$ cat src/logic/tagePkg.sv
package tagePkg;

    localparam int PcWidth   = 32;
    localparam int PcShift   = 3;   // instruction alignment bits dropped before hashing
    localparam int GhrWidth  = 32;
    localparam int CtrWidth  = 2;
    localparam int NumTagged = 3;
    localparam int BankWidth = 2;   // bank 0 is the base table

    typedef logic [CtrWidth-1:0]  ctr_t;     // top bit is the direction
    typedef logic [BankWidth-1:0] bankId_t;

    typedef struct packed {
        logic [PcWidth-1:0] pc;
        logic               isBranch;
    } predReq_t;

    typedef struct packed {
        logic [PcWidth-1:0]  pc;
        logic [GhrWidth-1:0] ghr;       // history used for the lookup
        logic                taken;
        ctr_t                ctr;
        bankId_t             bank;
        logic                altTaken;
        ctr_t                altCtr;
        bankId_t             altBank;
    } predResp_t;

    typedef struct packed {
        logic [PcWidth-1:0]  pc;
        logic [GhrWidth-1:0] ghr;       // history current at the request
        bankId_t             bank;      // provider
        ctr_t                ctr;       // provider counter as predicted
        bankId_t             altBank;
        logic                taken;     // resolved outcome
    } updReq_t;

    typedef struct packed {
        logic hit;
        ctr_t ctr;
    } tableRead_t;

    // entry allocation on a mispredict, bank 0 means none
    typedef struct packed {
        bankId_t bank;
        ctr_t    ctr;
    } allocCmd_t;

    typedef struct packed {
        logic [PcWidth-1:0]  pc;
        logic [GhrWidth-1:0] ghr;
        ctr_t                ctr;       // trained provider counter
        allocCmd_t           alloc;
    } tableWrite_t;

    // xor of consecutive width-bit slices of the low len bits, last slice zero-extended
    function automatic logic [PcWidth-1:0] fold(input logic [PcWidth-1:0] value,
                                                input int unsigned len,
                                                input int unsigned width);
        logic [PcWidth-1:0] res;
        res = '0;
        for (int unsigned i = 0; i < PcWidth; i++) begin
            if (i < len) begin
                res[i % width] ^= value[i];
            end
        end
        return res;
    endfunction

endpackage

$ cat src/logic/baseTable.sv
module baseTable #(
    parameter int IndexBits = 7
) (
    input  logic                        Clk,
    input  logic                        arstN,
    input  logic [tagePkg::PcWidth-1:0] lookupPc,
    input  tagePkg::tableWrite_t        wrCmd,
    input  logic                        write,
    output tagePkg::ctr_t               ctr
);
    import tagePkg::*;

    localparam int Depth = 1 << IndexBits;

    ctr_t                 counters [Depth];
    logic [IndexBits-1:0] rdIdx;
    logic [IndexBits-1:0] wrIdx;
    logic [PcWidth-1:0]   rdFold;
    logic [PcWidth-1:0]   wrFold;

    assign rdFold = fold(lookupPc >> PcShift, PcWidth - PcShift, IndexBits);
    assign wrFold = fold(wrCmd.pc >> PcShift, PcWidth - PcShift, IndexBits);
    assign rdIdx  = rdFold[IndexBits-1:0];
    assign wrIdx  = wrFold[IndexBits-1:0];

    always_ff @(posedge Clk or negedge arstN) begin
        if (!arstN) begin
            for (int i = 0; i < Depth; i++) begin
                counters[i] <= ctr_t'(1);   // weakly not taken
            end
        end else if (write) begin
            counters[wrIdx] <= wrCmd.ctr;
        end
    end

    always_ff @(posedge Clk) begin
        ctr <= counters[rdIdx];
    end

endmodule

$ cat config.mk
export PLATFORM = sky130hd
export DESIGN_NAME = baseTable
export DESIGN_NICKNAME = d
export VERILOG_FILES = /design/src/logic/tagePkg.sv /design/src/logic/baseTable.sv
export SDC_FILE = /design/constraint.sdc
export NUM_CORES = 1
export LEC_CHECK = 0
export BUFFER_PORTS_ARGS = -buffer_cell sky130_fd_sc_hd__buf_2
export CAP_MARGIN = 10
export CELL_PAD_IN_SITES_DETAIL_PLACEMENT = 2
export CELL_PAD_IN_SITES_GLOBAL_PLACEMENT = 2
export CORE_UTILIZATION = 45
export DETAILED_ROUTE_END_ITERATION = 8
export GPL_TIMING_DRIVEN = 0
export PLACE_DENSITY = 0.88
export SETUP_SLACK_MARGIN = 0.2
export SYNTH_ARGS = -nofsm -noshare
export SYNTH_HDL_FRONTEND = slang
export SYNTH_SLANG_ARGS = --single-unit
$ cat constraint.sdc
create_clock -name Clk -period 4.1 [get_ports Clk]
set_clock_uncertainty 0.05 [all_clocks]
set_input_delay 1.23 -clock Clk [delete_from_list [all_inputs] [get_ports Clk]]
set_output_delay 1.23 -clock Clk [all_outputs]
set_load 0.02 [all_outputs]
==> reports/results.txt <==
post-DR wirelength/cell: 30.9 um
total core area: 28200 sq um
Detail Route Antenna Nets: 0
Max Freq: 257 MHz
DRC Markers: 0
IO Pins: 107
first-pass GRT wire length: 70300 um
Post-synth EDFFs: 0
GPL Wtd Cong: 0.851
Worst Setup Slack, final: 0.215 ns
Worst path slowest cell: nor4_1
Hold-fix buffers, CTS: 0
via count of the routed design: 9238
Yosys top cell by area: dfstp_2
top_reg_cell synth: dfstp_2
Async S/R FF share, synth: 99.2%
root buf cell: clkbuf_16
max_cap viols: 0
largest net degree at the start of global routing: 107
Worst-path clk slew: 0.06 ns
sequential share of the synthesized area: 50.6%
Hold Path Stages: 1
Critical Path End Type: flop
Min Clock Period, post-route: 3.88 ns
Pins Over Slew Limit: 0
Final Hold Fails: 0
synthesized area per cell: 12.6 sq um
#FFs+latches synth: 258
outcome: finished clean
Pwr Total: 9.18 mW
Area Growth Syn to Fin: 14.1%
VDD IR max: 0.407 mV
Cells after Synth: 1038
post-synth cell types: 46
antenna violations before repair: 0
vias in the first global route: 10.8k
Final Util: 52.9%
Cell Chain, Critical Path: buf_2, xor2_1, xnor2_1, clkbuf_2, nor2_2, clkbuf_2, nand3_1, a22oi_1, a21oi_1, nor4_1, nor4_2
DRT Wirelength: 47400 um
crit start category: input port
measured slew at the worst slew-check pin: 1.34 ns
Die Span Y: 172 um
post-synthesis cell area: 13100 sq um
Final setup viols: 0
Post-Synth Simple-Gate Area: 9.33%
most used cell, CP: clkbuf_2
Setup TNS: 0 ns
Starting Density: 46.3%
CTS buffer count: 29
top-area cell type share of the netlist area: 25.8%
slowest cell delay on critical path: 0.62 ns
Clock Tree Buf Depth: 3
CTS tree: yes
Pwr Density: 617 nW/um^2
Synthesis Warnings: 0
Worst EP arrival: 4.24 ns
Synth area leaders: dfstp_2 26%, dfrtp_1 25%, mux2_2 22%
CP Class: in -> reg
CTS Sinks: 258
GR Util All Layers: 33.4%
compound-gate portion of the synthesized area: 2.47%
Max FO, Critical Path: 10
min-delay worst type: reg -> reg
Tcrit/Tclk final: 94.8%
worst r2r path cells: 6
htree depth: 1
die area: 29700 sq um
I/O Buffers: 62
Syn Nets: 1143
Die Wd: 172 um
DP Worst Slack: -1.29 ns
clk_lat worst skew: 0.56 ns
grt ovf: 0
commonest non-fill, non-tap cells in the layout: 258 x mux2_2, 155 x nor2_1, 128 x dfstp_2, 128 x dfrtp_1, 112 x nand2_1
layout cells sized above 1: 48.3%
adder-cell area share of the yosys netlist: 0%
post-synthesis mux area share: 31.2%
Synth Area in XOR/XNOR: 4.02%
Site Rows: 61
largest family of logic cells by synthesized area: multiplexers
First DRT Iteration DRCs: 667
n_diodes: 0
Pre-antenna DRT Iters: 4
Slew headroom: 10.6%
CP required: 4.45 ns
vias per cell: 6.02
RSZ-0062 raised after global routing: no
commonest non-fill, non-tap cell in the layout: mux2_2
leakage power: 6.32 nW
hpwl dp: 30300 um
NumNets Final: 1241
[registers in the layout, indices dropped and copies added, names as in the netlist]
name and flops:
ctr 2, counters 256
[path summary, 6_finish.rpt]
| kind | from | end | slack [ns] |
|---|---|---|---|
| worst max-delay path | lookupPc[19] | ctr[1] | 0.22 |
| worst min-delay path | counters[21] | counters[21] | 0.46 |
| worst max register to register | counters[90] | ctr[0] | 1.84 |
| worst min register to register | counters[21] | counters[21] | 0.46 |
| max in group asynchronous | arstN | counters[175] | 2.49 |
| min in group asynchronous | arstN | counters[35] | 0.54 |
[cell families (layout without fill, tap and decap cells)]
group	after synthesis	count (layout)
flip-flops	258	258
multiplexers	316	316
AND/OR/NAND/NOR	305	305
AO/OA/AOI/OAI	45	45
XOR/XNOR	53	53
buffers and inverters	61	179
[power by group]
part	internal, mW	switching [mW]
Clock	1.51	1.09
Sequential	3.53	0.471
Combinational	1.15	1.43
Total	6.19	2.99
[timing repair]
item | in CTS | in global routing
gates resized for setup | 10 | 6
endpoints found under the hold margin | 0 | 0
pin swaps | 0 | 0
gates cloned | 0 | 0
setup endpoints to repair | 2 | 2
setup buffers | 3 | 0
[synthesized netlist by cell type (3+ instances only)]
| master | count |
|---|---|
| nand4_1 | 5 |
| nor2_1 | 156 |
| mux4_2 | 33 |
| o21ai_0 | 5 |
| dfrtp_1 | 128 |
| a21oi_1 | 4 |
| dfstp_2 | 128 |
| nand3_1 | 21 |
| a22oi_1 | 5 |
| clkbuf_1 | 45 |
| mux4_1 | 11 |
| xor2_1 | 18 |
| nand2_1 | 112 |
| nand2b_1 | 3 |
| mux2_2 | 258 |
| a41oi_1 | 3 |
| buf_2 | 7 |
| buf_6 | 4 |
| xnor2_1 | 31 |
| a31oi_1 | 10 |
| mux2i_1 | 14 |
[stage by stage]
step / instance area (sq um) / hold WS, ns / instances
after floorplan: 13100 / 0.422 / 1038
after global placement: 13800 / 0.433 / 1478
after detailed placement: 13900 / 0.441 / 1480
after CTS: 14900 / 0.462 / 1534
after global routing: 14900 / 0.476 / 1534
final: 14900 / 0.465 / 1534
[routing by layer]
metal	share of wire, %	GRT usage (%)
met5	0	0
met4	5.3	16.6
met3	5.1	5.95
met2	51	58.3
met1	39	39.6
[critical path: cells and delay by family]
family / cells / cell delay [ns]
XOR/XNOR: 2 / 0.38
AND/OR/NAND/NOR: 4 / 1.37
AO/OA/AOI/OAI: 2 / 0.35
buffers and inverters: 3 / 0.87
[final cells by class]
type                       instances  area, sq um
multi-input combinational        719         6170
inverter                           1         3.75
buffer                            60          315
tap                              378          473
clock buffer                      44          832
sequential                       258         6610
timing repair buffer              67          410
fill                            2656        13300
clock inverter                     7         85.1
Power figures use the tool's default switching activity.
