==> config.mk <==
export PLATFORM = sky130hd
export DESIGN_NAME = tageTable
export DESIGN_NICKNAME = d
export VERILOG_FILES = /design/src/logic/tagePkg.sv /design/src/logic/tageTable.sv
export SDC_FILE = /design/constraint.sdc
export NUM_CORES = 2
export LEC_CHECK = 0
export BUFFER_PORTS_ARGS = -buffer_cell sky130_fd_sc_hd__buf_2
export CELL_PAD_IN_SITES_DETAIL_PLACEMENT = 1
export CELL_PAD_IN_SITES_GLOBAL_PLACEMENT = 1
export CORE_UTILIZATION = 48
export DETAILED_ROUTE_END_ITERATION = 6
export PLACE_DENSITY_LB_ADDON = 0.3
export SLEW_MARGIN = 15
export SYNTH_ARGS = -nofsm -noshare
export SYNTH_HDL_FRONTEND = slang
export SYNTH_SLANG_ARGS = --single-unit
==> constraint.sdc <==
create_clock -name Clk -period 2 [get_ports Clk]
set_clock_uncertainty 0.05 [all_clocks]
set_input_delay 0.1 -clock Clk [delete_from_list [all_inputs] [get_ports Clk]]
set_output_delay 0.1 -clock Clk [all_outputs]
set_load 0.01 [all_outputs]
==> src/logic/tagePkg.sv <==
package tagePkg;

    localparam int PcWidth   = 32;
    localparam int PcShift   = 3;   // instruction alignment bits dropped before hashing
    localparam int GhrWidth  = 32;
    localparam int CtrWidth  = 2;
    localparam int NumTagged = 3;
    localparam int BankWidth = 2;   // bank 0 is the base table

    typedef logic [CtrWidth-1:0]  ctr_t;     // top bit is the direction
    typedef logic [BankWidth-1:0] bankId_t;

    typedef struct packed {
        logic [PcWidth-1:0] pc;
        logic               isBranch;
    } predReq_t;

    typedef struct packed {
        logic [PcWidth-1:0]  pc;
        logic [GhrWidth-1:0] ghr;       // history used for the lookup
        logic                taken;
        ctr_t                ctr;
        bankId_t             bank;
        logic                altTaken;
        ctr_t                altCtr;
        bankId_t             altBank;
    } predResp_t;

    typedef struct packed {
        logic [PcWidth-1:0]  pc;
        logic [GhrWidth-1:0] ghr;       // history current at the request
        bankId_t             bank;      // provider
        ctr_t                ctr;       // provider counter as predicted
        bankId_t             altBank;
        logic                taken;     // resolved outcome
    } updReq_t;

    typedef struct packed {
        logic hit;
        ctr_t ctr;
    } tableRead_t;

    // entry allocation on a mispredict, bank 0 means none
    typedef struct packed {
        bankId_t bank;
        ctr_t    ctr;
    } allocCmd_t;

    typedef struct packed {
        logic [PcWidth-1:0]  pc;
        logic [GhrWidth-1:0] ghr;
        ctr_t                ctr;       // trained provider counter
        allocCmd_t           alloc;
    } tableWrite_t;

    // xor of consecutive width-bit slices of the low len bits, last slice zero-extended
    function automatic logic [PcWidth-1:0] fold(input logic [PcWidth-1:0] value,
                                                input int unsigned len,
                                                input int unsigned width);
        logic [PcWidth-1:0] res;
        res = '0;
        for (int unsigned i = 0; i < PcWidth; i++) begin
            if (i < len) begin
                res[i % width] ^= value[i];
            end
        end
        return res;
    endfunction

endpackage

==> src/logic/tageTable.sv <==
module tageTable #(
    parameter int IndexBits = 7,
    parameter int TagBits   = 7,
    parameter int HistLen   = 4,
    parameter int Bank      = 1
) (
    input  logic                         Clk,
    input  logic                         arstN,
    input  logic [tagePkg::PcWidth-1:0]  lookupPc,
    input  logic [tagePkg::GhrWidth-1:0] lookupGhr,
    input  tagePkg::tableWrite_t         wrCmd,
    input  logic                         write,
    output tagePkg::tableRead_t          rd
);
    import tagePkg::*;

    localparam int Depth = 1 << IndexBits;

    typedef struct packed {
        logic [TagBits-1:0] tag;
        ctr_t               ctr;
    } entry_t;

    logic [Depth-1:0]   validBits;
    entry_t             entries [Depth];
    logic [IndexBits-1:0] rdIdx;
    logic [TagBits-1:0]   rdTag;
    logic [IndexBits-1:0] wrIdx;
    logic [TagBits-1:0]   wrTag;
    logic                 rdValid;
    entry_t               rdEntry;
    logic [TagBits-1:0]   tagReg;     // tag of the lookup in flight
    logic                 allocHere;

    function automatic logic [IndexBits-1:0] hashIndex(input logic [PcWidth-1:0] pc,
                                                       input logic [GhrWidth-1:0] hist);
        logic [PcWidth-1:0] mix;
        mix = fold(pc >> PcShift, PcWidth - PcShift, IndexBits) ^ fold(hist, HistLen, IndexBits);
        return mix[IndexBits-1:0];
    endfunction

    function automatic logic [TagBits-1:0] hashTag(input logic [PcWidth-1:0] pc);
        logic [PcWidth-1:0] mix;
        mix = fold(pc >> PcShift, PcWidth - PcShift, TagBits) ^ PcWidth'(Bank);
        return mix[TagBits-1:0];
    endfunction

    assign rdIdx     = hashIndex(lookupPc, lookupGhr);
    assign rdTag     = hashTag(lookupPc);
    assign wrIdx     = hashIndex(wrCmd.pc, wrCmd.ghr);
    assign wrTag     = hashTag(wrCmd.pc);
    assign allocHere = wrCmd.alloc.bank == Bank;

    always_ff @(posedge Clk or negedge arstN) begin
        if (!arstN) begin
            validBits <= '0;
            rdValid   <= 1'b0;
        end else begin
            rdValid <= validBits[rdIdx];    // old contents on a same-cycle write
            if (write && allocHere) begin
                validBits[wrIdx] <= 1'b1;
            end
        end
    end

    always_ff @(posedge Clk) begin
        rdEntry <= entries[rdIdx];
        tagReg  <= rdTag;
        if (write) begin
            if (allocHere) begin
                entries[wrIdx] <= '{tag: wrTag, ctr: wrCmd.alloc.ctr};
            end else begin
                entries[wrIdx].ctr <= wrCmd.ctr;   // training keeps the tag
            end
        end
    end

    assign rd.hit = rdValid && (rdEntry.tag == tagReg);
    assign rd.ctr = rdEntry.ctr;

    // a longer table that already matched would have been the provider
    assert property (@(posedge Clk) disable iff (!arstN)
        (write && allocHere) |-> !(validBits[wrIdx] && entries[wrIdx].tag == wrTag));

endmodule

==> results.json <==
{
  "ys_ff_latch": 1297,
  "slew_headroom_pct": 31.40,
  "grt_setup_unrepaired": "yes",
  "yosysWarnings": 0,
  "hp-class": "in2reg",
  "gr-total-overflow": 0,
  "crit_path_frequent_cell": "buf_6",
  "antenna_found_initial": 2,
  "firstDrtPassIters": 5,
  "worstMarginPinSlew_ns": 1.029,
  "drive_gt1_share_pct": 28.31,
  "clk_latency_ns": 0.76,
  "routabilityCongestion": 0.8771,
  "num_vias": 34640,
  "leakage_uw": 0.02331,
  "cpMaxStageDelayCell": "or4_4",
  "dpl.hpwl_um": 104300,
  "crit_fanout": 6,
  "die_w_um": 331.1,
  "first_global_vias": 36780,
  "first_iter_violations": 3541,
  "synth_top_area_cell": "edfxtp_1",
  "drtAntennaViolNets": 0,
  "die_h_um": 331.1,
  "port_buffers": 77,
  "start_util_pct": 48.49,
  "critPathBufInv": 6,
  "fmax_mhz": 419.2,
  "core_sq_um": 107200,
  "clk_pin_slew_ns": 0.06,
  "drc": 0,
  "yosysMostFrequentCell": "edfxtp_1",
  "clock_sinks": 1297,
  "die-area_sq_um": 109600,
  "cp.required_ns": 2.59,
  "worstSetupStartpointType": "primary input",
  "diodes": 0,
  "drv_slew": 0,
  "synth_seq_area_share_pct": 73.37,
  "ys_types": 41,
  "cp.arrival_ns": 2.98,
  "holdWs_ns": 0.06537,
  "synth_area_leaders": "edfxtp_1, dfrtp_1, nand2_1, mux2i_1, mux4_2",
  "cts_inserted_buffers": 137,
  "via_per_inst": 6.080,
  "min_period_over_period_pct": 119.3,
  "grt_max_degree": 123,
  "pin_count": 140,
  "track_usage_pct": 30.22,
  "route.final.wire_length_um": 166500,
  "finalSetupViolations": 11,
  "routedWlPerCell_um": 29.22,
  "finalHoldViolations": 0,
  "syn-num-nets": 3792,
  "syn2layout_area_growth_pct": 25.07,
  "period_needed_ns": 2.385,
  "placementRows": 120,
  "synth_area_sq_um": 51980,
  "synth_commonest_cells": "edfxtp_1, nand2_1, nor2_1, nand3_1, mux2i_1",
  "ir_drop_v": 0.0009285,
  "htree_levels": 4,
  "violations": "setup timing",
  "path_cells": "buf_6 -> xnor3_2 -> buf_6 -> xor3_4 -> buf_12 -> buf_12 -> buf_8 -> buf_6 -> nand2_2 -> a32oi_2 -> a31oi_1 -> or4_4 -> nor4_4",
  "grt_pass1_wl_um": 240700,
  "place_ws_ns": -1.273,
  "syn_inst": 3655,
  "cts_root_buf": "clkbuf_16",
  "max_cap_viol_count": 0,
  "fill_cells": 10020,
  "end_kind": "flop",
  "multi_input_area_sq_um": 14250,
  "yosysTopAreaCellShare_pct": 66.55,
  "synth-edff-count": 1152,
  "outcome": "complete, but fails checks",
  "synth_area_per_cell_sq_um": 14.22,
  "clk_path_buf_depth": 3,
  "crit_type": "in2reg",
  "finalWorstSetupSlack_ns": -0.3854,
  "post-route-util_pct": 60.65,
  "nNetsFinal": 4317,
  "async_flop_share_pct": 9.946,
  "max_stage_delay_ns": 0.62,
  "cts_tree": "done",
  "power_uw": 76210,
  "synthFlopType": "edfxtp_1",
  "p_per_area_nw_per_um2": 1172,
  "crit_family": "simple AND/OR/NAND/NOR gates",
  "final-seq-area_sq_um": 38150
}
==> power by group <==
group / switching [uW] / internal (uW)
sequential: 459 / 31300
clock: 10600 / 14500
combinational: 11600 / 7650
total: 22700 / 53500
==> cells by family (layout without fill, tap and decap cells) <==
logic type             Yosys count  after routing  synth area share, %
XOR/XNOR                        65             65                1.374
AO/OA/AOI/OAI                  270            270                3.971
flip-flops                    1297           1297                73.37
AND/OR/NAND/NOR               1580           1580                13.28
multiplexers                   212            212                5.531
buffers and inverters          231            871                2.469
==> state kept, by name, indices dropped and copies added (netlist names) <==
signal,flops
entries,1152
validBits,128
rdEntry,7
tagReg,7
rd,2
rdValid,1
==> worst reg2reg max path, stage by stage, from the launching register on <==
cell and delay (ns):
edfxtp_1 0.41, mux4_2 0.47, nor3_1 0.48, nor4_4 0.08, buf_4 0.15, o2111ai_1 0.10, buf_4 0.18, nor4_2 0.05
==> what timing repair did <==
item	CTS	global route
endpoints found under the setup margin	11	11
cloned	5	3
hold endpoints to repair	190	0
gates resized for setup	94	93
setup buffers	14	23
pin swaps	26	29
hold buffers	21	0
==> layout make-up <==
| class | instances | area share (%) |
|---|---|---|
| clock buffers | 197 | 6.081 |
| clock inverters | 57 | 0.7140 |
| inverters | 4 | 0.02309 |
| multi-input cells | 2127 | 21.92 |
| flip-flops and latches | 1297 | 58.68 |
| well taps | 1403 | 2.700 |
| repair buffers | 613 | 9.882 |
==> worst paths after layout <==
check	depth (start not counted)	endpoint	slack [ns]	start
worst max-delay path	13	rdValid	-0.39	lookupPc[17]
worst min-delay path	6	tagReg[5]	0.07	lookupPc[8]
worst max register to register	7	rdEntry[7]	-0.06	entries[117][7]
worst min register to register	1	validBits[25]	0.42	validBits[25]
max in group asynchronous	4	validBits[52]	0.98	arstN
min in group asynchronous	4	validBits[116]	0.47	arstN
==> metal layers <==
layer,track usage [%],wire length [um],vias up
met3,4.664,11710,407
met2,50.31,82550,1633
met5,0,13,-
met1,39.09,64490,17990
li1,-,-,14620
met4,14.08,7725,2
==> placed cells by master (no fill, tap or decap), types with 60 or more instances in the layout <==
cell type | Yosys | routed
buf_4 | 23 | 356
clkbuf_16 | 0 | 148
a31oi_1 | 100 | 78
edfxtp_1 | 1152 | 1152
nor2_1 | 271 | 186
nand3_1 | 263 | 252
nor2_4 | 0 | 75
dfrtp_1 | 129 | 129
buf_12 | 3 | 132
buf_2 | 48 | 73
mux2i_1 | 150 | 148
or2_2 | 133 | 116
mux4_2 | 60 | 60
a32oi_1 | 90 | 66
nand2_1 | 798 | 786
==> stage by stage <==
step / cell area [sq um] / TNS, ns / std cells
CTS: 64260 / -2.591 / 5675
floorplan: 52920 / -1840.67 / 3655
detailed placement: 58900 / -576.50 / 5386
global route: 65010 / -3.545 / 5698
global placement: 58900 / -405.13 / 5386
finish: 65010 / -3.342 / 5698
Note: power is estimated with default switching activity, not from simulation.
