$ cat src/logic/tagePkg.sv
package tagePkg;

    localparam int PcWidth   = 32;
    localparam int PcShift   = 3;   // instruction alignment bits dropped before hashing
    localparam int GhrWidth  = 32;
    localparam int CtrWidth  = 2;
    localparam int NumTagged = 3;
    localparam int BankWidth = 2;   // bank 0 is the base table

    typedef logic [CtrWidth-1:0]  ctr_t;     // top bit is the direction
    typedef logic [BankWidth-1:0] bankId_t;

    typedef struct packed {
        logic [PcWidth-1:0] pc;
        logic               isBranch;
    } predReq_t;

    typedef struct packed {
        logic [PcWidth-1:0]  pc;
        logic [GhrWidth-1:0] ghr;       // history used for the lookup
        logic                taken;
        ctr_t                ctr;
        bankId_t             bank;
        logic                altTaken;
        ctr_t                altCtr;
        bankId_t             altBank;
    } predResp_t;

    typedef struct packed {
        logic [PcWidth-1:0]  pc;
        logic [GhrWidth-1:0] ghr;       // history current at the request
        bankId_t             bank;      // provider
        ctr_t                ctr;       // provider counter as predicted
        bankId_t             altBank;
        logic                taken;     // resolved outcome
    } updReq_t;

    typedef struct packed {
        logic hit;
        ctr_t ctr;
    } tableRead_t;

    // entry allocation on a mispredict, bank 0 means none
    typedef struct packed {
        bankId_t bank;
        ctr_t    ctr;
    } allocCmd_t;

    typedef struct packed {
        logic [PcWidth-1:0]  pc;
        logic [GhrWidth-1:0] ghr;
        ctr_t                ctr;       // trained provider counter
        allocCmd_t           alloc;
    } tableWrite_t;

    // xor of consecutive width-bit slices of the low len bits, last slice zero-extended
    function automatic logic [PcWidth-1:0] fold(input logic [PcWidth-1:0] value,
                                                input int unsigned len,
                                                input int unsigned width);
        logic [PcWidth-1:0] res;
        res = '0;
        for (int unsigned i = 0; i < PcWidth; i++) begin
            if (i < len) begin
                res[i % width] ^= value[i];
            end
        end
        return res;
    endfunction

endpackage

$ cat src/logic/tageCtrl.sv
module tageCtrl (
    input  logic                          Clk,
    input  logic                          arstN,
    input  logic                          reqValid,
    input  tagePkg::predReq_t             req,
    input  logic                          updValid,
    input  tagePkg::updReq_t              upd,
    input  tagePkg::predResp_t            sel,
    output logic [tagePkg::PcWidth-1:0]   lookupPc,
    output logic [tagePkg::GhrWidth-1:0]  lookupGhr,
    output tagePkg::tableWrite_t          wrCmd,
    output logic                          baseWrite,
    output logic [tagePkg::NumTagged-1:0] tableWrite,
    output logic                          respValid,
    output tagePkg::predResp_t            resp
);
    import tagePkg::*;

    logic [GhrWidth-1:0] ghr;
    logic                v1;          // table read in progress
    logic [PcWidth-1:0]  pc1;
    logic [GhrWidth-1:0] ghr1;
    logic                br1;
    logic                respBranch;
    ctr_t                stepCtr;
    logic                mispredict;
    logic                doAlloc;
    bankId_t             allocBank;

    assign lookupPc  = req.pc;
    assign lookupGhr = ghr;

    always_ff @(posedge Clk or negedge arstN) begin
        if (!arstN) begin
            ghr <= '0;
        end else if (updValid) begin
            ghr <= upd.ghr;                              // repair from the update record
        end else if (respValid && respBranch) begin
            ghr <= {ghr[GhrWidth-2:0], resp.taken};      // newest outcome in bit 0
        end
    end

    always_ff @(posedge Clk or negedge arstN) begin
        if (!arstN) begin
            v1         <= 1'b0;
            respValid  <= 1'b0;
            respBranch <= 1'b0;
        end else begin
            v1         <= reqValid;
            respValid  <= v1;
            respBranch <= v1 && br1;
        end
    end

    always_ff @(posedge Clk) begin
        pc1  <= req.pc;
        ghr1 <= ghr;
        br1  <= req.isBranch;
        if (v1) begin
            resp     <= sel;
            resp.pc  <= pc1;
            resp.ghr <= ghr1;
        end
    end

    // saturating step toward the resolved direction
    always_comb begin
        stepCtr = upd.ctr;
        if (upd.taken && upd.ctr != '1) begin
            stepCtr = upd.ctr + 1'b1;
        end else if (!upd.taken && upd.ctr != '0) begin
            stepCtr = upd.ctr - 1'b1;
        end
    end

    assign mispredict = upd.ctr[CtrWidth-1] != upd.taken;
    assign doAlloc    = mispredict && (upd.bank < NumTagged);
    assign allocBank  = doAlloc ? bankId_t'(upd.bank + 1'b1) : '0;

    always_comb begin
        wrCmd.pc        = upd.pc;
        wrCmd.ghr       = upd.ghr;
        wrCmd.ctr       = stepCtr;
        wrCmd.alloc.bank = allocBank;
        wrCmd.alloc.ctr  = upd.taken ? ctr_t'(2) : ctr_t'(1);   // weak in the new direction
    end

    assign baseWrite = updValid && (upd.bank == '0);

    always_comb begin
        for (int b = 1; b <= NumTagged; b++) begin
            tableWrite[b-1] = updValid && ((upd.bank == b) || (allocBank == b));
        end
    end

    // the alternate always sits below a tagged provider
    assert property (@(posedge Clk) disable iff (!arstN)
        updValid |-> (upd.bank == '0 || upd.altBank < upd.bank));

endmodule

$ cat config.mk
export PLATFORM = sky130hd
export DESIGN_NAME = tageCtrl
export DESIGN_NICKNAME = d
export VERILOG_FILES = /design/src/logic/tagePkg.sv /design/src/logic/tageCtrl.sv
export SDC_FILE = /design/constraint.sdc
export NUM_CORES = 1
export LEC_CHECK = 0
export ABC_AREA = 1
export BUFFER_PORTS_ARGS = -buffer_cell sky130_fd_sc_hd__buf_2
export CAP_MARGIN = 10
export CORE_AREA = 2 2 153 155
export DETAILED_ROUTE_END_ITERATION = 12
export DIE_AREA = 0 0 155 157
export HOLD_SLACK_MARGIN = 0.02
export PLACE_DENSITY = 0.59
export SLEW_MARGIN = 20
export SYNTH_ARGS = -nofsm -noshare
export SYNTH_HDL_FRONTEND = slang
export SYNTH_SLANG_ARGS = --single-unit
$ cat constraint.sdc
create_clock -name Clk -period 2.9 [get_ports Clk]
set_input_delay 0.145 -clock Clk [delete_from_list [all_inputs] [get_ports Clk]]
set_output_delay 0.145 -clock Clk [all_outputs]
set_load 0.01 [all_outputs]
==> results.txt <==
----------------------------------------------------
[STA]
  Post-Route Setup TNS ... 0 ns
  Setup repair after global routing missed its margin ... no
  Minimum clock period ... 1.434 ns
  Final Hold Viols ... 0
  Achievable Freq ... 697.6 MHz
  Number of setup violations in the final report ... 0
  Worst slew margin ... 38.51%
  Pin slew with the least headroom to its limit ... 0.9224 ns
  Setup skew after layout ... 0.008227 ns
  Max-slew violation total from the final report ... 0
  Final worst path period share ... 49.43%
  Minimum hold slack ... 0.1827 ns
  Post-route setup slack ... 1.466 ns

[Worst setup path]
  Arrival time reported for the critical path endpoint ... 1.74 ns
  Required time at the worst-slack endpoint ... 3.21 ns
  Critical Path Start Type ... flop
  Register-to-register setup slack ... 1.47 ns
  Maximum fanout encountered on the critical timing path ... 31
  Critical Path End Type ... flop
  Type of the worst setup path ... reg2reg

[Final layout]
  Reg area ... 4403 um^2
  Core occupancy in the finished layout ... 38.04%
  Number of standard cells in the final layout excluding fillers ... 1010
  Total Nets Final ... 900
  Synthesis-to-layout area growth ... 35.09%
  Area of the multi-input gates ... 1001 um^2
  Total of fill cells in the finished design ... 2112
  Share of post-route cells with drive strength above 1 ... 50.62%
  Ant. Diodes ... 0

[Floorplan]
  Starting utilization of the core area ... 28.16%
  Std-Cell Core Area ... 22500 um^2
  IO Count ... 395
  Floorplan die width ... 155 um
  Height of the chip ... 157 um
  Total Die Area ... 24340 um^2
  # rows ... 55

[Clock network]
  TritonCTS clock tree ... built
  Buffer type at the clock tree root ... sky130_fd_sc_hd__clkbuf_16
  Skew-Pair Late Insertion Delay ... 0.42 ns
  # H-tree levels ... 4
  Number of sinks driven by the clock tree ... 174
  Clock Path Buffers ... 2
  Post-CTS Repair Setup Buffers ... 0
  Clock transition at the register clock pins on the worst setup and hold paths after CTS ... 0.07 ns
  TritonCTS buffer count ... 17

[Routing]
  Overall routed net length ... 15490 um
  Routed wire length per instance ... 15.34 um
  Via count ... 4131
  Per-cell via count in the routed design ... 4.090
  Drt drc ... 0
  Number of iterations in the first detailed-routing pass ... 5
  Number of DRC violations after detailed-routing iteration 0 ... 164
  Remaining antenna violation count ... 0

[Synth]
  Yosys Warn Count ... 0
  Synth Net Count ... 648
  Synth Cell Area ... 6336 um^2
  Leading post-synthesis cells by cell area ... sky130_fd_sc_hd__edfxtp_1 35%, sky130_fd_sc_hd__dfxtp_1 21%, sky130_fd_sc_hd__dfrtp_1 14%, sky130_fd_sc_hd__buf_4 11%, sky130_fd_sc_hd__nand3_2 4.7%
  Area share of the leading cell type in the synthesized netlist ... 35.07%
  Unique cell type count in the Yosys netlist ... 26
  Cell type contributing the most total cell area after synthesis ... sky130_fd_sc_hd__edfxtp_1
  Part of the Yosys area used for sequential elements ... 69.43%
  Flops & latches, synth ... 174
  Synthesized area divided by synthesized cell count ... 13.77 um^2
  Cell count after synthesis ... 460

[Global route]
  Vias in the first global route ... 4163
  Congestion Overflow GR ... 0
  Most congested layer reported by global routing ... met2
  Met3 usage in global routing ... 3.056%
  Total GRT Usage ... 12.65%
  Met1 Use GR ... 13.41%
  Number of antenna violations at the first check in global routing ... 0
  First-pass GRT wire length ... 22920 um
  Met2 global-route usage ... 23.13%
  Largest net degree at the start of global routing ... 55

[Place]
  Port Buf Inserts ... 264
  Gpl congestion ... 0.7074
  Number of cells after detailed placement ... 901
  Final HPWL DP ... 10280 um
  Setup Slack @ Placement ... 1.469 ns

[Job]
  # Max-Cap Violations ... 0

[Run status]
  Outcome ... completed

[Power]
  Leak ... 3.996 nW
  Power per unit of standard cell area ... 671.7 nW/um^2
  Worst-case vdd ir drop ... 0.2752 mV

[Worst hold path]
  Class of the worst hold path ... in2reg

----------------------------------------------------
[per-layer routing]
metal	share of wire, %	wire (um)	up-vias
li1	-	-	1938
met1	38	5964	1956
met2	52	8023	198
met3	6.7	1040	39
met4	3.0	463	0
met5	0	0	-
[final timing paths]
kind,endpoint,startpoint,cells past startpoint
min reg2reg,resp[23],ghr1[13],0
max,lookupGhr[15],respValid,4
max in group asynchronous,v1,arstN,2
min,lookupGhr[26],updValid,3
max reg2reg,lookupGhr[15],respValid,4
min in group asynchronous,lookupGhr[31],arstN,2
[report_power, final]
group / switching (mW) / internal [mW]
Sequential: 0.110 / 2.77
Clock: 1.09 / 1.16
Combinational: 0.335 / 0.282
[state kept, by name (all words and copies together), names as in the netlist]
name	cells
respValid	1
v1	1
ghr1	32
pc1	32
respBranch	1
br1	1
lookupGhr	32
resp	74
[through the flow]
| stage | instance area (um^2) | power (mW) |
|---|---|---|
| floorplan | 6336 | 3.275 |
| global placement | 7193 | 3.475 |
| detailed placement | 7193 | 3.488 |
| CTS | 8559 | 5.856 |
| global route | 8559 | 6.023 |
| finish | 8559 | 5.749 |
[critical path, stage by stage (launching register included)]
cell	delay, ns
sky130_fd_sc_hd__dfrtp_1	0.41
sky130_fd_sc_hd__nand2_4	0.12
sky130_fd_sc_hd__clkinv_2	0.42
sky130_fd_sc_hd__nand3_1	0.26
sky130_fd_sc_hd__nand3_2	0.09
[logic make-up (layout without fill, tap and decap cells)]
group,after synthesis,count (layout),share of synthesized area [%]
fa+ha+maj,6,6,1.185
xor+xnor,1,1,0.1383
simple gates,145,145,14.00
compound gates,6,6,0.4738
buf+inv,128,393,14.77
flops,174,174,69.43
[what timing repair did]
item	in CTS	in global routing
endpoints found under the hold margin	111	0
hold buffers	77	0
resized for setup	0	0
[layout by cell type (no fill, tap or decap), types with 13 or more instances in the layout]
| cell type | instances |
|---|---|
| sky130_fd_sc_hd__clkbuf_16 | 17 |
| sky130_fd_sc_hd__inv_1 | 13 |
| sky130_fd_sc_hd__nand2_2 | 30 |
| sky130_fd_sc_hd__dlygate4sd3_1 | 77 |
| sky130_fd_sc_hd__edfxtp_1 | 74 |
| sky130_fd_sc_hd__nand3_1 | 35 |
| sky130_fd_sc_hd__buf_2 | 264 |
| sky130_fd_sc_hd__dfrtp_1 | 34 |
| sky130_fd_sc_hd__dfxtp_1 | 65 |
| sky130_fd_sc_hd__nand2_1 | 39 |
| sky130_fd_sc_hd__nand3_2 | 30 |
[cells in the mapped netlist (all sizes together)]
cell type  number
a21oi           3
buf           107
clkbuf          3
clkinv          1
dfrtp          35
dfxtp          65
edfxtp         74
ha              6
inv            17
nand2          71
nand3          65
nor2            7
nor3            2
o21ai           3
xor2            1
[final cells by class]
class                      count  share of cell area (%)
clock buffer                  17                   4.970
clock inverter                15                   1.988
sequential                   174                   51.44
timing repair buffer         343                   24.76
tap                          285                   4.166
multi-input combinational    158                   11.69
inverter                      18                  0.9794
Power figures use the tool's default switching activity.
