## src/logic/tagePkg.sv

```systemverilog
package tagePkg;

    localparam int PcWidth   = 32;
    localparam int PcShift   = 3;   // instruction alignment bits dropped before hashing
    localparam int GhrWidth  = 32;
    localparam int CtrWidth  = 2;
    localparam int NumTagged = 3;
    localparam int BankWidth = 2;   // bank 0 is the base table

    typedef logic [CtrWidth-1:0]  ctr_t;     // top bit is the direction
    typedef logic [BankWidth-1:0] bankId_t;

    typedef struct packed {
        logic [PcWidth-1:0] pc;
        logic               isBranch;
    } predReq_t;

    typedef struct packed {
        logic [PcWidth-1:0]  pc;
        logic [GhrWidth-1:0] ghr;       // history used for the lookup
        logic                taken;
        ctr_t                ctr;
        bankId_t             bank;
        logic                altTaken;
        ctr_t                altCtr;
        bankId_t             altBank;
    } predResp_t;

    typedef struct packed {
        logic [PcWidth-1:0]  pc;
        logic [GhrWidth-1:0] ghr;       // history current at the request
        bankId_t             bank;      // provider
        ctr_t                ctr;       // provider counter as predicted
        bankId_t             altBank;
        logic                taken;     // resolved outcome
    } updReq_t;

    typedef struct packed {
        logic hit;
        ctr_t ctr;
    } tableRead_t;

    // entry allocation on a mispredict, bank 0 means none
    typedef struct packed {
        bankId_t bank;
        ctr_t    ctr;
    } allocCmd_t;

    typedef struct packed {
        logic [PcWidth-1:0]  pc;
        logic [GhrWidth-1:0] ghr;
        ctr_t                ctr;       // trained provider counter
        allocCmd_t           alloc;
    } tableWrite_t;

    // xor of consecutive width-bit slices of the low len bits, last slice zero-extended
    function automatic logic [PcWidth-1:0] fold(input logic [PcWidth-1:0] value,
                                                input int unsigned len,
                                                input int unsigned width);
        logic [PcWidth-1:0] res;
        res = '0;
        for (int unsigned i = 0; i < PcWidth; i++) begin
            if (i < len) begin
                res[i % width] ^= value[i];
            end
        end
        return res;
    endfunction

endpackage

```

## src/logic/providerSelect.sv

```systemverilog
module providerSelect (
    input  tagePkg::tableRead_t [tagePkg::NumTagged-1:0] rd,
    input  tagePkg::ctr_t                                baseCtr,
    output tagePkg::predResp_t                           sel
);
    import tagePkg::*;

    // scan upward so each new hit pushes the previous provider down to alternate
    always_comb begin
        sel        = '0;
        sel.ctr    = baseCtr;
        sel.altCtr = baseCtr;
        for (int b = 1; b <= NumTagged; b++) begin
            if (rd[b-1].hit) begin
                sel.altBank = sel.bank;
                sel.altCtr  = sel.ctr;
                sel.bank    = bankId_t'(b);
                sel.ctr     = rd[b-1].ctr;
            end
        end
        sel.taken    = sel.ctr[CtrWidth-1];
        sel.altTaken = sel.altCtr[CtrWidth-1];
    end

endmodule

```

## config.mk

```make
export PLATFORM = sky130hd
export DESIGN_NAME = providerSelect
export DESIGN_NICKNAME = d
export VERILOG_FILES = /design/src/logic/tagePkg.sv /design/src/logic/providerSelect.sv
export SDC_FILE = /design/constraint.sdc
export NUM_CORES = 1
export LEC_CHECK = 0
export BUFFER_PORTS_ARGS = -buffer_cell sky130_fd_sc_hd__buf_4
export CAP_MARGIN = 20
export CELL_PAD_IN_SITES_DETAIL_PLACEMENT = 1
export CELL_PAD_IN_SITES_GLOBAL_PLACEMENT = 1
export CORE_ASPECT_RATIO = 1.25
export CORE_MARGIN = 1
export CORE_UTILIZATION = 18
export DETAILED_ROUTE_END_ITERATION = 16
export GPL_TIMING_DRIVEN = 0
export PLACE_DENSITY = 0.84
export SLEW_MARGIN = 20
export SYNTH_ARGS = -nofsm -noshare
export SYNTH_HDL_FRONTEND = slang
export SYNTH_SLANG_ARGS = --single-unit
```

## constraint.sdc

```tcl
create_clock -name vclk -period 1.4
set_input_delay 0.28 -clock vclk [all_inputs]
set_output_delay 0.28 -clock vclk [all_outputs]
set_load 0.05 [all_outputs]
```

==> summary.txt, run 1 <==
Worst setup path
  – WS Path Type: in2out
  – Worst setup EP type: output pin
  – Critical path startpoint category: primary input
  – WP data required: 1120 ps
  – Crit path DAT: 1240 ps
  – CP max FO: 4

Die
  – I/O Pins: 85
  – Die Wd: approximately 56 um
  – Die height: around 70 um
  – Die ar.: approximately 3900 sq um
  – Row count: 24
  – Initial Utilization: 0.189
  – Core area: between 3000 and 4000 sq um

Outcome
  – Status: finished, violations left
  – Violated checks: negative setup slack

Power and ir drop
  – Pwr dens: 646 nW/um^2
  – Seq pwr share: 0
  – Pwr Total: ~0.8 mW
  – Leakage: 0.801 nW
  – Net Switching: 0.546 mW
  – P_int: 0.256 mW
  – Share of power burned in the clock network: 0
  – Worst VDD drop: between 0.2 and 0.3 mV
  – Switching Share: 0.681
  – Combinational power share: 1.000

Route
  – Drt pass-1 iters: 2
  – DR iter-0 viols: 1
  – Post-DR vias/cell: 2.86
  – WL per Instance: slightly below 7 um
  – Vias: approximately 600
  – Final Routed Wirelength: 1.45 mm
  – Residual DRC: 0
  – Post-route ant nets: 0

Logic synthesis
  – Yosys Warn Count: 0
  – Commonest cells post-synth: 66 x buf_4, 4 x nand2_1, 3 x inv_1
  – Library cells used by synthesis: 14
  – Post-synth top area share: 0.754
  – Syn_area_per_cell: 7.38 sq um
  – Cell taking the most area after synthesis: buf_4
  – Most common cell in the netlist: buf_4
  – Share of the yosys chip area belonging to registers: 0
  – Post-Syn Area: approximately 660 sq um
  – Dominant cells by area after synthesis: buf_4 75%, mux2_2 3.4%, mux2i_1 3.0%
  – Synth Instances: 89

Final layout
  – Non-Filler Instances: 215
  – Register area: 0 sq um
  – Clk_buf instances: 0
  – Nets: 189
  – Sequential cell count: 0
  – Area grow syn2layout: 89.1%
  – Layout cells sized above 1: 0.580
  – Antenna cells: 0
  – Fill cells: approximately 460

Timing
  – Max-slew violations: 0
  – Final critical-path share of the clock period: 1.09
  – Max Fclk: approximately 660 MHz
  – Final critical-path setup slack: -122 ps
  – # setup viols final: 4
  – Hold WS: 898 ps
  – RSZ-0062 raised after global routing: true
  – Final hold vios: 0
  – Final Critical Period: 1520 ps

Placement
  – GPL Wtd Cong: 0.633
  – IO buf count: 20
  – Dpl cells: approximately 210
  – DP HPWL: 1.32 mm

GRT
  – First-pass GRT wire length: 2.01 mm
  – Vias in the first global route: approximately 470
  – Tot GR Track Use: 0.0609
  – Largest net degree at the start of global routing: 6
  – Global route total overflow: 0
  – Initial antenna violation count: 0

Hold path
  – Tightest Hold Check Type: in2out
  – Hold path endpoint: sel[7]
  – Hold Crit Start: rd[6]
  – Hold Path Stages: 4

Job
  – Max Cap Viol: 0

Clock tree
  – Cts hold-fix bufs: 0
critical path, stage by stage:
cell,delay [ps]
buf_8,100
maj3_2,310
o22a_1,180
o21a_4,120
buf_8,110
buf_8,140
how the worst max path moves through the flow:
stage / start / endpoint / slack, ps / cells after the start
final: rd[5] / sel[4] / -120 / 6
after global routing: rd[5] / sel[4] / -140 / 6
after CTS: rd[5] / sel[4] / -140 / 6
after detailed placement: rd[2] / sel[9] / -250 / 6
after floorplan: rd[8] / sel[4] / -80 / 5
after global placement: rd[2] / sel[9] / -240 / 6
placed cells by master (no fill, tap or decap), drive strengths merged, types with 2 or more instances in the layout:
master / n
buf: 91
conb: 64
nand2: 4
inv: 3
o22a: 2
mux2: 2
o21a: 2
mux2i: 2
o21ai: 2
cell families (layout without fill, tap and decap cells):
| logic type | count (synthesis) | after routing | synth area share |
|---|---|---|---|
| AND/OR/NAND/NOR | 5 | 5 | 0.0324 |
| XOR/XNOR | 1 | 1 | 0.0133 |
| buffers and inverters | 70 | 94 | 0.789 |
| adder cells (fa/ha/maj) | 1 | 1 | 0.0171 |
| AO/OA/AOI/OAI | 7 | 7 | 0.0781 |
| other | 1 | 64 | 0.00571 |
| multiplexers | 4 | 4 | 0.0648 |
timing repair:
item,4_1_cts,5_1_grt
setup buffers,3,1
setup endpoints to repair,6,6
pin swaps,3,5
resized for setup,12,8
per-stage QoR:
step            util  setup slack (ps)  TNS [ps]  cell area (sq um)
6_report       0.357              -122      -266               1240
5_1_grt        0.357              -143      -414               1240
3_3_place_gp   0.325              -243      -788               1130
4_1_cts        0.346              -143      -321               1200
2_1_floorplan      -             -81.2      -155                933
3_5_place_dp   0.325              -249      -822               1130
per-layer routing:
metal	share of wire	up-vias	GRT usage
met2	0.44	59	0.107
met3	0.20	0	0.0299
met5	0	-	0
li1	-	321	-
met4	0	0	0
met1	0.36	235	0.0704
power groups by stage:
stage	sequential, mW	combinational (mW)	clock, mW
2_1_floorplan	0	0.673	0
3_3_place_gp	0	0.744	0
3_5_place_dp	0	0.745	0
4_1_cts	0	0.779	0
5_1_grt	0	0.833	0
6_report	0	0.802	0
cell type report:
| cell class | instances | area (sq um) | area share |
|---|---|---|---|
| Multi-Input combinational cell | 82 | 423 | 0.340 |
| Timing Repair Buffer | 24 | 233 | 0.187 |
| Buffer | 67 | 527 | 0.424 |
| Tap cell | 39 | 48.8 | 0.0393 |
| Inverter | 3 | 11.3 | 0.00906 |
(Power assumes the default switching activity.)
==> run 2: changes to the inputs <==
MAX_ROUTING_LAYER = met4   (was default)
==> summary.txt, run 2 (synthesis gave the netlist of run 1 again) <==
Outcome
  – Status: finished, violations left
  – Violated checks: negative setup slack

Route
  – Drt pass-1 iters: 2 (unchanged)
  – Residual DRC: 0 (unchanged)
  – Vias: 615 (unchanged)
  – Final Routed Wirelength: 1.45 mm (-0.14%)
  – WL per Instance: 6.75 um (-0.14%)
  – Post-DR vias/cell: 2.86 (unchanged)
  – Post-route ant nets: 0 (unchanged)
  – DR iter-0 viols: 1 (unchanged)

Timing
  – Final Critical Period: 1520 ps (+0.0100 ps)
  – Max Fclk: 657 MHz (about the same)
  – # setup viols final: 4 (unchanged)
  – Final critical-path share of the clock period: 1.09 (about the same)
  – Final critical-path setup slack: -122 ps (-0.0100 ps)
  – Max-slew violations: 0 (unchanged)
  – Final hold vios: 0 (unchanged)
  – Hold WS: 898 ps (unchanged)
  – RSZ-0062 raised after global routing: true

Final layout
  – Most common cell after layout, fill and taps aside: buf_4
  – Area grow syn2layout: 89.1% (unchanged)
  – Clk_buf instances: 0 (unchanged)
  – Register area: 0 sq um (unchanged)
  – Nets: 189 (unchanged)
  – Antenna cells: 0 (unchanged)
  – Sequential cell count: 0 (unchanged)
  – Final Core Density: 0.357 (unchanged)
  – Layout cells sized above 1: 0.580 (unchanged)
  – Most frequent cells in the layout: 79 x buf_4, 64 x conb_1, 6 x buf_8
  – Design area: 1240 sq um (unchanged)

Die
  – Die Wd: 56.0 um (unchanged)
  – Initial Utilization: 0.189 (unchanged)
  – Row count: 24 (unchanged)
  – I/O Pins: 85 (unchanged)
  – Core area: 3480 sq um (unchanged)
  – Die ar.: 3900 sq um (unchanged)
  – Die height: 69.5 um (unchanged)

GRT
  – Vias in the first global route: 474 (unchanged)
  – First-pass GRT wire length: 2.01 mm (unchanged)
  – Global route total overflow: 0 (unchanged)
  – Initial antenna violation count: 0 (unchanged)
  – Largest net degree at the start of global routing: 6 (unchanged)
  – Tot GR Track Use: 0.0625 (+0.00168)

Worst setup path
  – Crit path DAT: 1240 ps (about the same)
  – CP max FO: 4 (unchanged)
  – Crit-path most repeated cell: buf_8
  – CP max stage cell: maj3_2
  – Worst setup EP type: output pin
  – Worst path bufs/invs: 3 (unchanged)
  – CP Cell Sequence: buf_8 -> maj3_2 -> o22a_1 -> o21a_4 -> buf_8 -> buf_8
  – Crit-path leading delay family: buffers and inverters
  – WS Path Type: in2out
  – Critical path startpoint category: primary input
  – WP data required: 1120 ps (about the same)
  – Max incr delay on CP: 310 ps (about the same)

Power and ir drop
  – Worst VDD drop: 0.287 mV (about the same)
  – Pwr Total: 0.802 mW (about the same)
  – Pwr dens: 645 nW/um^2 (about the same)
  – Leakage: 0.801 nW (unchanged)

Job
  – Max Cap Viol: 0 (unchanged)

Placement
  – DP HPWL: 1.32 mm (unchanged)
  – IO buf count: 20 (unchanged)
  – DP Area: 1130 sq um (unchanged)
  – Post-placement worst setup slack: -249 ps (unchanged)
  – GPL Wtd Cong: 0.638 (+0.81%)

Clock tree
  – Cts hold-fix bufs: 0 (unchanged)

Hold path
  – Tightest Hold Check Type: in2out
[run 2: cell counts in the layout (fill, tap and decap cells not counted)]
Identical to the previous run, type by type.
[run 2: repair_timing]
item,in CTS,in global routing
resized for setup,12,8
setup buffers,3,1
endpoints found under the setup margin,6,6
pin swaps,3,5
[run 2: per-stage QoR]
| stage | TNS (ps) | instances |
|---|---|---|
| 2_1_floorplan | -155 | 152 |
| 5_1_grt | -414 | 215 |
| 3_5_place_dp | -822 | 211 |
| 6_report | -266 | 215 |
| 3_3_place_gp | -788 | 211 |
| 4_1_cts | -321 | 214 |
[run 2: layer usage]
layer,GRT usage,wire length [um]
met5,-,0
met4,0,0
met3,0.0149,242
met2,0.107,646
met1,0.0795,562
[run 2: cell type report]
| type | instances | area (sq um) |
|---|---|---|
| Buffer | 67 | 527 |
| Fill cell | 459 | 2240 |
| Timing Repair Buffer | 24 | 233 |
| Tap cell | 39 | 48.8 |
| Inverter | 3 | 11.3 |
| Multi-Input combinational cell | 82 | 423 |
[run 2: report_power, final]
part	switching (mW)	internal [mW]	total (mW)
clock network	0	0	0
logic	0.546	0.256	0.802
registers	0	0	0
total	0.546	0.256	0.802
[run 2: path summary, 6_finish.rpt]
path / start / endpoint / slack [ps] / depth (start not counted)
setup / recovery: rd[5] / sel[4] / -120 / 6
hold / removal: rd[6] / sel[7] / 900 / 4
[run 2: worst min-delay path: cells and delay by family]
| kind | cells | cell delay, ps |
|---|---|---|
| buffers and inverters | 2 | 220 |
| AO/OA/AOI/OAI | 1 | 60 |
| AND/OR/NAND/NOR | 1 | 50 |
